==> src/common/lsu_config.svh <==
`ifndef LSU_CONFIG_SVH
`define LSU_CONFIG_SVH

// Queue depths
`define LSQ_DEPTH    8
`define IFQ_DEPTH    8

// ROB tag width
// Tag 0 is reserved and never names an op
`define TAG_W        3

// Full is reported once free slots drop to this many
`define FULL_MARGIN  2

`endif
==> src/common/mem_seq_pkg.sv <==
`default_nettype none

package mem_seq_pkg;

    // Byte-serial RAM sequencer states
    typedef enum logic [1:0] {
        SEQ_IDLE,
        SEQ_STORE,
        SEQ_LOAD,
        SEQ_DONE
    } seq_state_e;

    // Access width
    typedef enum logic [1:0] {
        ACC_BYTE,
        ACC_HALF,
        ACC_WORD
    } acc_size_e;

endpackage

`default_nettype wire

==> src/common/lsu_op_pkg.sv <==
`default_nettype none

`include "lsu_config.svh"

package lsu_op_pkg;

    // Memory opcodes with the core decoder's codes
    typedef enum logic [4:0] {
        OP_LB   = 5'b10010,
        OP_LH   = 5'b10011,
        OP_LW   = 5'b10100,
        OP_LBU  = 5'b10101,
        OP_LHU  = 5'b10110,
        OP_SB   = 5'b10111,
        OP_SH   = 5'b11000,
        OP_SW   = 5'b11001,
        OP_NONE = 5'b11111     // No op this cycle
    } mem_op_e;

    // Contents of one queue slot
    typedef struct packed {
        mem_op_e            op;
        logic [31:0]        addr;
        logic [31:0]        data;   // Store data
        logic [`TAG_W-1:0]  tag;
    } lsq_data_t;

endpackage

`default_nettype wire

==> src/common/lsq_ifs.sv <==
`timescale 1ns/1ps
`default_nettype none

`include "lsu_config.svh"

// ======================================================================
// Allocator to queue entries
// ======================================================================
interface lsq_wr_if import lsu_op_pkg::*; ();

    logic [`LSQ_DEPTH-1:0] we;     // One-hot write strobe
    mem_op_e               op;
    logic [31:0]           addr;
    logic [31:0]           data;
    logic [`TAG_W-1:0]     tag;

    modport alloc (
        output we, op, addr, data, tag
    );

    modport entry (
        input we, op, addr, data, tag
    );

endinterface

// ======================================================================
// One queue entry to the sequencer
// ======================================================================
interface lsq_entry_if import lsu_op_pkg::*; ();

    logic      valid;
    logic      committed;
    lsq_data_t contents;
    logic      pop;                // Head entry retires

    modport entry (
        output valid, committed, contents,
        input  pop
    );

    modport seq (
        input  valid, committed, contents,
        output pop
    );

endinterface

`default_nettype wire

==> src/lsu_top.sv <==
`timescale 1ns/1ps
`default_nettype none

`include "lsu_config.svh"

module lsu_top import lsu_op_pkg::*; (
    input  logic                clk,
    input  logic                rst,
    input  mem_op_e             mem_op,
    input  logic [31:0]         mem_addr,
    input  logic [31:0]         mem_data,
    input  logic [`TAG_W-1:0]   mem_tag,
    input  logic [`TAG_W-1:0]   commit_tag,
    input  logic                fetch_req,
    input  logic [31:0]         fetch_pc,
    input  logic [7:0]          ram_rdata,
    output logic [31:0]         ram_addr,
    output logic                ram_we,
    output logic [7:0]          ram_wdata,
    output logic                result_valid,
    output logic [`TAG_W-1:0]   result_tag,
    output logic [31:0]         result_value,
    output logic                inst_valid,
    output logic [31:0]         inst_value,
    output logic [`TAG_W-1:0]   load_head_tag,
    output logic                lsq_full,
    output logic                ifq_full
);

    lsq_wr_if    wr_bus ();
    lsq_entry_if ent_bus [`LSQ_DEPTH] ();

    logic        pop_any;
    logic [31:0] fq_pc;
    logic        fq_valid;
    logic        fq_pop;

    lsq_alloc i_alloc (
        .clk      (clk),
        .rst      (rst),
        .op       (mem_op),
        .addr     (mem_addr),
        .data     (mem_data),
        .tag      (mem_tag),
        .pop_any  (pop_any),
        .wr       (wr_bus),
        .lsq_full (lsq_full)
    );

    // Memory op queue slots
    for (genvar i = 0; i < `LSQ_DEPTH; i++) begin : g_entry
        lsq_entry #(.INDEX(i)) i_entry (
            .clk        (clk),
            .rst        (rst),
            .wr         (wr_bus),
            .commit_tag (commit_tag),
            .ent        (ent_bus[i])
        );
    end

    mem_sequencer i_seq (
        .clk           (clk),
        .rst           (rst),
        .ent           (ent_bus),
        .fq_pc         (fq_pc),
        .fq_valid      (fq_valid),
        .fq_pop        (fq_pop),
        .pop_any       (pop_any),
        .ram_addr      (ram_addr),
        .ram_we        (ram_we),
        .ram_wdata     (ram_wdata),
        .ram_rdata     (ram_rdata),
        .result_valid  (result_valid),
        .result_tag    (result_tag),
        .result_value  (result_value),
        .inst_valid    (inst_valid),
        .inst_value    (inst_value),
        .load_head_tag (load_head_tag)
    );

    fetch_queue i_fq (
        .clk       (clk),
        .rst       (rst),
        .fetch_req (fetch_req),
        .fetch_pc  (fetch_pc),
        .fq_pop    (fq_pop),
        .fq_pc     (fq_pc),
        .fq_valid  (fq_valid),
        .ifq_full  (ifq_full)
    );

endmodule

`default_nettype wire

==> src/fetch_queue.sv <==
`timescale 1ns/1ps
`default_nettype none

`include "lsu_config.svh"

module fetch_queue (
    input  logic        clk,
    input  logic        rst,
    input  logic        fetch_req,
    input  logic [31:0] fetch_pc,
    input  logic        fq_pop,
    output logic [31:0] fq_pc,
    output logic        fq_valid,
    output logic        ifq_full
);

    localparam int DEPTH = `IFQ_DEPTH;
    localparam int PTR_W = $clog2(DEPTH);
    localparam int CNT_W = $clog2(DEPTH + 1);

    logic [31:0]      pc_mem [DEPTH];
    logic [PTR_W-1:0] rd_ptr;
    logic [PTR_W-1:0] wr_ptr;
    logic [CNT_W-1:0] count;
    logic [CNT_W-1:0] count_nxt;
    logic             push;
    logic             pop;

    assign push = fetch_req && (count != CNT_W'(DEPTH));
    assign pop  = fq_pop && (count != '0);

    always_comb begin
        count_nxt = count;
        if (push && !pop) begin
            count_nxt = count + 1'b1;
        end else if (!push && pop) begin
            count_nxt = count - 1'b1;
        end
    end

    always_ff @(posedge clk) begin
        if (!rst) begin
            rd_ptr   <= '0;
            wr_ptr   <= '0;
            count    <= '0;
            ifq_full <= 1'b0;
        end else begin
            if (push) wr_ptr <= wr_ptr + 1'b1;
            if (pop)  rd_ptr <= rd_ptr + 1'b1;
            count    <= count_nxt;
            ifq_full <= (CNT_W'(DEPTH) - count_nxt) <= CNT_W'(`FULL_MARGIN);
        end
    end

    always_ff @(posedge clk) begin
        if (push) begin
            pc_mem[wr_ptr] <= fetch_pc;
        end
    end

    assign fq_pc    = pc_mem[rd_ptr];
    assign fq_valid = (count != '0);

endmodule

`default_nettype wire

==> src/lsq/mem_sequencer.sv <==
`timescale 1ns/1ps
`default_nettype none

`include "lsu_config.svh"

module mem_sequencer import lsu_op_pkg::*; import mem_seq_pkg::*; (
    input  logic                clk,
    input  logic                rst,
    lsq_entry_if.seq            ent [`LSQ_DEPTH],
    input  logic [31:0]         fq_pc,
    input  logic                fq_valid,
    output logic                fq_pop,
    output logic                pop_any,
    output logic [31:0]         ram_addr,
    output logic                ram_we,
    output logic [7:0]          ram_wdata,
    input  logic [7:0]          ram_rdata,
    output logic                result_valid,
    output logic [`TAG_W-1:0]   result_tag,
    output logic [31:0]         result_value,
    output logic                inst_valid,
    output logic [31:0]         inst_value,
    output logic [`TAG_W-1:0]   load_head_tag
);

    localparam int DEPTH = `LSQ_DEPTH;
    localparam int PTR_W = $clog2(DEPTH);

    logic [DEPTH-1:0]   ent_valid;
    logic [DEPTH-1:0]   ent_committed;
    lsq_data_t          ent_data [DEPTH];
    logic [PTR_W-1:0]   head;
    lsq_data_t          head_data;
    logic               head_ready;
    logic               head_is_load;
    logic               head_is_store;
    acc_size_e          head_size;
    logic [2:0]         head_bytes;

    seq_state_e         state;
    logic [2:0]         byte_cnt;
    logic [2:0]         last_cnt;      // byte_cnt value of the final cycle
    logic [2:0]         cap_idx;
    logic               is_fetch;
    logic               done_mem;
    mem_op_e            cur_op;
    logic [`TAG_W-1:0]  cur_tag;
    logic [31:0]        cur_addr;
    logic [31:0]        cur_data;
    logic [31:0]        load_buf;
    logic [31:0]        wr_shift;

    // ==================================================================
    // Head entry select
    // ==================================================================
    for (genvar i = 0; i < DEPTH; i++) begin : g_ent
        assign ent_valid[i]     = ent[i].valid;
        assign ent_committed[i] = ent[i].committed;
        assign ent_data[i]      = ent[i].contents;
        assign ent[i].pop       = done_mem && (head == PTR_W'(i));
    end

    assign head_data     = ent_data[head];
    assign head_ready    = ent_valid[head] && ent_committed[head];
    assign head_is_store = head_data.op inside {OP_SB, OP_SH, OP_SW};
    assign head_is_load  = head_data.op inside {OP_LB, OP_LH, OP_LW, OP_LBU, OP_LHU};

    // Lets the ROB commit the load at the head
    assign load_head_tag = (ent_valid[head] && head_is_load) ? head_data.tag : '0;

    always_comb begin
        case (head_data.op)
            OP_LB, OP_LBU, OP_SB: head_size = ACC_BYTE;
            OP_LH, OP_LHU, OP_SH: head_size = ACC_HALF;
            default:              head_size = ACC_WORD;
        endcase
    end

    always_comb begin
        case (head_size)
            ACC_BYTE: head_bytes = 3'd1;
            ACC_HALF: head_bytes = 3'd2;
            default:  head_bytes = 3'd4;
        endcase
    end

    // ==================================================================
    // Byte-serial state machine
    // ==================================================================
    always_ff @(posedge clk) begin
        if (!rst) begin
            state    <= SEQ_IDLE;
            head     <= '0;
            byte_cnt <= '0;
            is_fetch <= 1'b0;
        end else begin
            case (state)
                SEQ_IDLE: begin
                    byte_cnt <= '0;
                    if (head_ready) begin      // Committed op beats a fetch
                        is_fetch <= 1'b0;
                        state    <= head_is_store ? SEQ_STORE : SEQ_LOAD;
                    end else if (fq_valid) begin
                        is_fetch <= 1'b1;
                        state    <= SEQ_LOAD;
                    end
                end
                SEQ_STORE, SEQ_LOAD: begin
                    byte_cnt <= byte_cnt + 3'd1;
                    if (byte_cnt == last_cnt) begin
                        state <= SEQ_DONE;
                    end
                end
                SEQ_DONE: begin
                    if (!is_fetch) begin
                        head <= head + 1'b1;
                    end
                    state <= SEQ_IDLE;
                end
                default: state <= SEQ_IDLE;
            endcase
        end
    end

    assign cap_idx = byte_cnt - 3'd1;

    // Access fields and load capture
    always_ff @(posedge clk) begin
        if (state == SEQ_IDLE) begin
            load_buf <= '0;
            if (head_ready) begin
                cur_op   <= head_data.op;
                cur_tag  <= head_data.tag;
                cur_addr <= head_data.addr;
                cur_data <= head_data.data;
                last_cnt <= head_is_store ? head_bytes - 3'd1 : head_bytes;
            end else begin
                cur_op   <= OP_LW;
                cur_tag  <= '0;
                cur_addr <= fq_pc;
                last_cnt <= 3'd4;          // Word read plus one capture cycle
            end
        end else if (state == SEQ_LOAD && byte_cnt != 3'd0) begin
            load_buf[{cap_idx[1:0], 3'b000} +: 8] <= ram_rdata;
        end
    end

    // RAM port
    assign wr_shift  = cur_data >> {byte_cnt, 3'b000};
    assign ram_we    = (state == SEQ_STORE);
    assign ram_wdata = wr_shift[7:0];
    assign ram_addr  = cur_addr + {29'd0, byte_cnt};

    // ==================================================================
    // Results
    // ==================================================================
    assign done_mem     = (state == SEQ_DONE) && !is_fetch;
    assign pop_any      = done_mem;
    assign result_valid = done_mem;
    assign result_tag   = cur_tag;
    assign inst_valid   = (state == SEQ_DONE) && is_fetch;
    assign fq_pop       = inst_valid;
    assign inst_value   = load_buf;

    always_comb begin
        case (cur_op)
            OP_LB:   result_value = {{24{load_buf[7]}}, load_buf[7:0]};
            OP_LBU:  result_value = {24'd0, load_buf[7:0]};
            OP_LH:   result_value = {{16{load_buf[15]}}, load_buf[15:0]};
            OP_LHU:  result_value = {16'd0, load_buf[15:0]};
            OP_LW:   result_value = load_buf;
            default: result_value = 32'd0;     // Stores
        endcase
    end

endmodule

`default_nettype wire

==> src/lsq/lsq_entry.sv <==
`timescale 1ns/1ps
`default_nettype none

`include "lsu_config.svh"

module lsq_entry import lsu_op_pkg::*; #(
    parameter int INDEX = 0
) (
    input  logic                clk,
    input  logic                rst,
    lsq_wr_if.entry             wr,
    input  logic [`TAG_W-1:0]   commit_tag,
    lsq_entry_if.entry          ent
);

    logic      valid_q;
    logic      committed_q;
    lsq_data_t slot;

    always_ff @(posedge clk) begin
        if (!rst) begin
            valid_q     <= 1'b0;
            committed_q <= 1'b0;
        end else if (wr.we[INDEX]) begin
            valid_q     <= 1'b1;
            committed_q <= 1'b0;       // Waits for its own commit
        end else if (ent.pop) begin
            valid_q     <= 1'b0;
            committed_q <= 1'b0;
        end else if (valid_q && commit_tag != '0 && commit_tag == slot.tag) begin
            committed_q <= 1'b1;
        end
    end

    // Op fields
    always_ff @(posedge clk) begin
        if (wr.we[INDEX]) begin
            slot.op   <= wr.op;
            slot.addr <= wr.addr;
            slot.data <= wr.data;
            slot.tag  <= wr.tag;
        end
    end

    assign ent.valid     = valid_q;
    assign ent.committed = committed_q;
    assign ent.contents  = slot;

endmodule

`default_nettype wire

==> src/lsq/lsq_alloc.sv <==
`timescale 1ns/1ps
`default_nettype none

`include "lsu_config.svh"

module lsq_alloc import lsu_op_pkg::*; (
    input  logic                clk,
    input  logic                rst,
    input  mem_op_e             op,
    input  logic [31:0]         addr,
    input  logic [31:0]         data,
    input  logic [`TAG_W-1:0]   tag,
    input  logic                pop_any,
    lsq_wr_if.alloc             wr,
    output logic                lsq_full
);

    localparam int DEPTH = `LSQ_DEPTH;
    localparam int PTR_W = $clog2(DEPTH);
    localparam int CNT_W = $clog2(DEPTH + 1);

    logic [PTR_W-1:0] tail;
    logic [CNT_W-1:0] count;
    logic [CNT_W-1:0] count_nxt;
    logic [DEPTH-1:0] we_onehot;
    logic             push;

    assign push = (op != OP_NONE);

    always_comb begin
        we_onehot       = '0;
        we_onehot[tail] = push;
    end

    // Occupancy after this cycle
    always_comb begin
        count_nxt = count;
        if (push && !pop_any) begin
            count_nxt = count + 1'b1;
        end else if (!push && pop_any) begin
            count_nxt = count - 1'b1;
        end
    end

    always_ff @(posedge clk) begin
        if (!rst) begin
            tail     <= '0;
            count    <= '0;
            lsq_full <= 1'b0;
        end else begin
            if (push) begin
                tail <= tail + 1'b1;
            end
            count    <= count_nxt;
            lsq_full <= (CNT_W'(DEPTH) - count_nxt) <= CNT_W'(`FULL_MARGIN);
        end
    end

    assign wr.we   = we_onehot;
    assign wr.op   = op;
    assign wr.addr = addr;
    assign wr.data = data;
    assign wr.tag  = tag;

endmodule

`default_nettype wire

==> config.mk <==
export PLATFORM = sky130hd
export DESIGN_NAME = lsu_top
export DESIGN_NICKNAME = d
export VERILOG_FILES = /design/src/common/mem_seq_pkg.sv /design/src/common/lsu_op_pkg.sv /design/src/common/lsq_ifs.sv /design/src/lsu_top.sv /design/src/fetch_queue.sv /design/src/lsq/mem_sequencer.sv /design/src/lsq/lsq_entry.sv /design/src/lsq/lsq_alloc.sv
export VERILOG_INCLUDE_DIRS = /design/src /design/src/common
export SDC_FILE = /design/constraint.sdc
export NUM_CORES = 1
export LEC_CHECK = 0
export ABC_AREA = 1
export BUFFER_PORTS_ARGS = -buffer_cell sky130_fd_sc_hd__clkbuf_2
export CAP_MARGIN = 5
export CELL_PAD_IN_SITES_DETAIL_PLACEMENT = 1
export CELL_PAD_IN_SITES_GLOBAL_PLACEMENT = 1
export CORE_MARGIN = 5
export CORE_UTILIZATION = 53
export CTS_CLUSTER_SIZE = 20
export DETAILED_ROUTE_END_ITERATION = 6
export GPL_TIMING_DRIVEN = 0
export HOLD_SLACK_MARGIN = 0.12
export PLACE_DENSITY_LB_ADDON = 0.1
export SLEW_MARGIN = 25
export SYNTH_ARGS = -nofsm -noshare
export SYNTH_HDL_FRONTEND = slang
export SYNTH_HIERARCHICAL = 1
export SYNTH_SLANG_ARGS = --single-unit
==> constraint.sdc <==
create_clock -name clk -period 12.3 [get_ports clk]
set_clock_uncertainty 0.1 [all_clocks]
set_input_delay 1.23 -clock clk [delete_from_list [all_inputs] [get_ports clk]]
set_output_delay 1.23 -clock clk [all_outputs]
set_load 0.01 [all_outputs]
==> impl_metrics.yaml <==
status:
  outcome: "complete, no violations"
clock_tree:
  tritoncts: "built"
  cts_max_path_buffers: 3
  cts.sinks: 986
  cts.clk_slew.worst_paths_ps: 60
  quantity_of_hold_fixing_buffers_added_after_cts: 0
  h-tree-depth: 3
  clock_insertion_delay_worst_skew_ps: 680
  cts_buffers: 103
  postCtsResizedCells: 0
  clock-root-buffer: "clkbuf_16"
  post-cts-setup-buffer-count: 0
route:
  wire_per_inst_um: 26.1
  first_pass_iters: 5
  drt-total-wl_um: 132000
  detail-route-antenna-nets: 0
  route.detailed.drc: 0
  route.detailed.vias_per_inst: 5.98
  num_vias: 30366
  first_iter_violations: 2974
power_and_ir_drop:
  power.combinational.fraction: 0.180
  switching_share: 0.290
  power_leakage_nw: 17.7
  relative_contribution_of_sequential_cells_to_total_power: 0.453
  switchingPower_mw: 2.58
  clock_power_share: 0.367
  internal_portion_of_total_power_mw: 6.30
  irDropWorstVdd_mv: 0.160
  pwr_density_cell_nw_per_um2: 183
worst_setup_path:
  cp_data_required_time_ps: 10970
  cp_max_stage_delay_ps: 710
  top_cell_family_by_delay_on_the_critical_path: "simple AND/OR/NAND/NOR gates"
  critical_path_buf_inv_count: 1
  crit_slowest_cell: "nor3b_2"
  critPathCaptureType: "output pin"
  timing_worst_setup_path_type: "reg -> out"
  critical_path_peak_fanout: 4
  ordered_cell_list_for_the_critical_path: "ha_1 > a31oi_1 > nor3b_2 > nand2_1 > nor2_2 > xor2_1 > clkbuf_2"
  startpoint_type: "register"
  worst_ep_arrival_time_ps: 3750
logic_synthesis:
  number_of_flops_mapped_to_enable_cells_by_yosys: 907
  synth_most_common_cell: "edfxtp_1"
  syn-num-nets: 3769
  synthDistinctLibCells: 49
  synth-main-ff-cell: "edfxtp_1"
  synth-seq-cells: 986
  synth.top_cells.by_area: "edfxtp_1, nor2_1, o21ai_0"
  yosys.area.top_type: "edfxtp_1"
  post_synth_instance_area_um2: 41500
  postSynth.asyncResetShare: 0
  netlist.area_leader.share: 0.656
  synth_seq_area_share: 0.694
  yosysWarnings: 6
  synth_common_cells: "edfxtp_1, nor2_1, o21ai_0"
  postSynthAreaPerCell_um2: 11.5
  synthCells: 3622
placed_design:
  port-buffer-count: 165
  gp_routability_congestion: 0.879
  detailedPlacementHpwl_um: 92000
  postPlaceCellArea_um2: 44800
  dp.cells: 4869
flow_run:
  drv_cap: 0
sta:
  setup_repair_after_global_routing_missed_its_margin: "no"
  final.setup.tns_ps: 0
  timing_worst_slew_pin_value_ps: 1060
  min_period_ps: 5080
  final-hold-violation-count: 0
  setup_viol: 0
  slew_viol_final: 0
  relSlewSlack: 0.290
  finalCritPeriodShare: 0.413
  max_freq_ghz: 0.197
  fin_hold_ws_ps: 371
global_routing:
  grt_first_pass_wirelength_um: 197000
  globalRoute.totalOverflow: 0
  grt_use_total: 0.303
  grt_pass1_vias: 32192
  grt_antenna_before_repair: 18
  maximum_number_of_pins_on_one_net_before_global_route_repair: 36
finish:
  final_net_count: 4081
  layout.cell_area.non_filler_um2: 48400
  postLayoutCoreUtil: 0.624
  seq_area_um2: 28800
  post_route_cells_drive_above_1_share: 0.152
  multiInputGateArea_um2: 10600
  final.fill_count: 7938
  fin_cells: 5075
  layout-area-overhead-vs-synth_pct: 16.5
die:
  die_h_um: 290
  width_of_the_die_um: 290
  die-area_um2: 84100
  pin_count: 233
  fp.coreArea_um2: 77600
  site_row_count: 102
  start_util: 0.535
worst_hold_path:
  hold_path.class: "reg -> reg"
==> worst min-delay path: cells and delay by family (launching register included) <==
kind	cells	cell delay [ps]
AO/OA/AOI/OAI	1	60
buffers and inverters	1	60
flip-flops	1	310
==> worst paths after layout <==
check / start / to / slack [ps] / cells past startpoint
setup / recovery: i_seq/cur_addr[2]$_DFFE_PP_ / ram_addr[9] / 7220 / 7
hold / removal: i_seq/inst_value[8]$_SDFFE_PP0P_ / i_seq/inst_value[8]$_SDFFE_PP0P_ / 370 / 2
setup reg to reg: i_seq/byte_cnt[1]$_SDFFE_PN0P_ / i_seq/inst_value[3]$_SDFFE_PP0P_ / 8630 / 9
hold reg to reg: i_seq/inst_value[8]$_SDFFE_PP0P_ / i_seq/inst_value[8]$_SDFFE_PP0P_ / 370 / 2
==> registers in the layout, summed over array words and instances (netlist names), named ones only <==
name / cells
i_seq/cur_addr: 32
i_alloc/lsq_full: 1
i_fq/ifq_full: 1
i_seq/cur_op: 5
i_fq/pc_mem: 256
i_seq/byte_cnt: 3
i_alloc/count: 4
i_alloc/tail: 3
i_seq/last_cnt: 3
g_entry.i_entry/ent.committed: 8
i_seq/cur_data: 32
i_fq/wr_ptr: 3
g_entry.i_entry/ent.valid: 8
i_fq/count: 4
i_fq/rd_ptr: 3
i_seq/inst_value: 32
i_seq/is_fetch: 1
i_seq/head: 3
i_seq/state: 2
g_entry.i_entry/ent.contents: 576
i_seq/result_tag: 3
==> cells by family (layout without fill, tap and decap cells) <==
group | after synthesis | in the layout | synth area share
other | 0 | 13 | 0
buffers and inverters | 486 | 886 | 0.0558
AND/OR/NAND/NOR | 1264 | 1264 | 0.124
adder cells (fa/ha/maj) | 29 | 29 | 0.00891
flip-flops | 986 | 986 | 0.694
XOR/XNOR | 37 | 37 | 0.00813
AO/OA/AOI/OAI | 820 | 820 | 0.109
==> power by group through the flow <==
stage               registers [mW]  logic [mW]  clock network [mW]
floorplan                     4.07       0.882                   0
global placement              4.11        1.41                   0
CTS                           4.02        1.58                3.29
global route                  4.04        1.71                3.45
detailed placement            4.09        1.55                   0
finish                        4.02        1.60                3.26
==> metrics by stage <==
stage                     setup slack (ps)  power (mW)
final                                 7220        8.88
after global routing                  7130        9.20
after CTS                             7200        8.89
after detailed placement              7910        5.64
after global placement                3540        5.52
after floorplan                       7030        4.95
==> cell usage in the layout, fill, tap and decap left out, drive strengths merged, types with 2 or more instances in the layout <==
master,Yosys,routed
nor3,18,18
nor3b,2,2
dfxtp,79,79
a31oi,106,106
o221ai,3,3
a21oi,64,64
xor2,20,20
nand4,10,10
xnor2,16,16
clkbuf,104,396
a21boi,8,8
o21ai,486,486
clkinvlp,0,3
nand3b,2,2
bufinv,0,17
ha,28,28
buf,157,199
o22ai,131,131
nand2,366,366
nand3,73,73
a211oi,19,19
nor4,6,6
clkinv,2,45
diode,0,13
edfxtp,907,907
inv,223,226
nor2,786,786
==> area by class of cell <==
| class | instances | area share |
|---|---|---|
| Multi-Input combinational cell | 2150 | 0.218 |
| Clock buffer | 127 | 0.0564 |
| Tap cell | 1040 | 0.0269 |
| Antenna cell | 13 | 0.000672 |
| Inverter | 225 | 0.0176 |
| Timing Repair Buffer | 207 | 0.0378 |
| Clock inverter | 66 | 0.0168 |
| Sequential cell | 986 | 0.595 |
| Buffer | 261 | 0.0303 |
==> metal layers <==
layer | global-route usage | vias up | share of wire
li1 | - | 13330 | -
met1 | 0.385 | 15474 | 0.39
met2 | 0.529 | 1276 | 0.51
met3 | 0.0503 | 272 | 0.072
met4 | 0.108 | 14 | 0.033
met5 | 0 | - | 0.00074
Power figures use the tool's default switching activity.
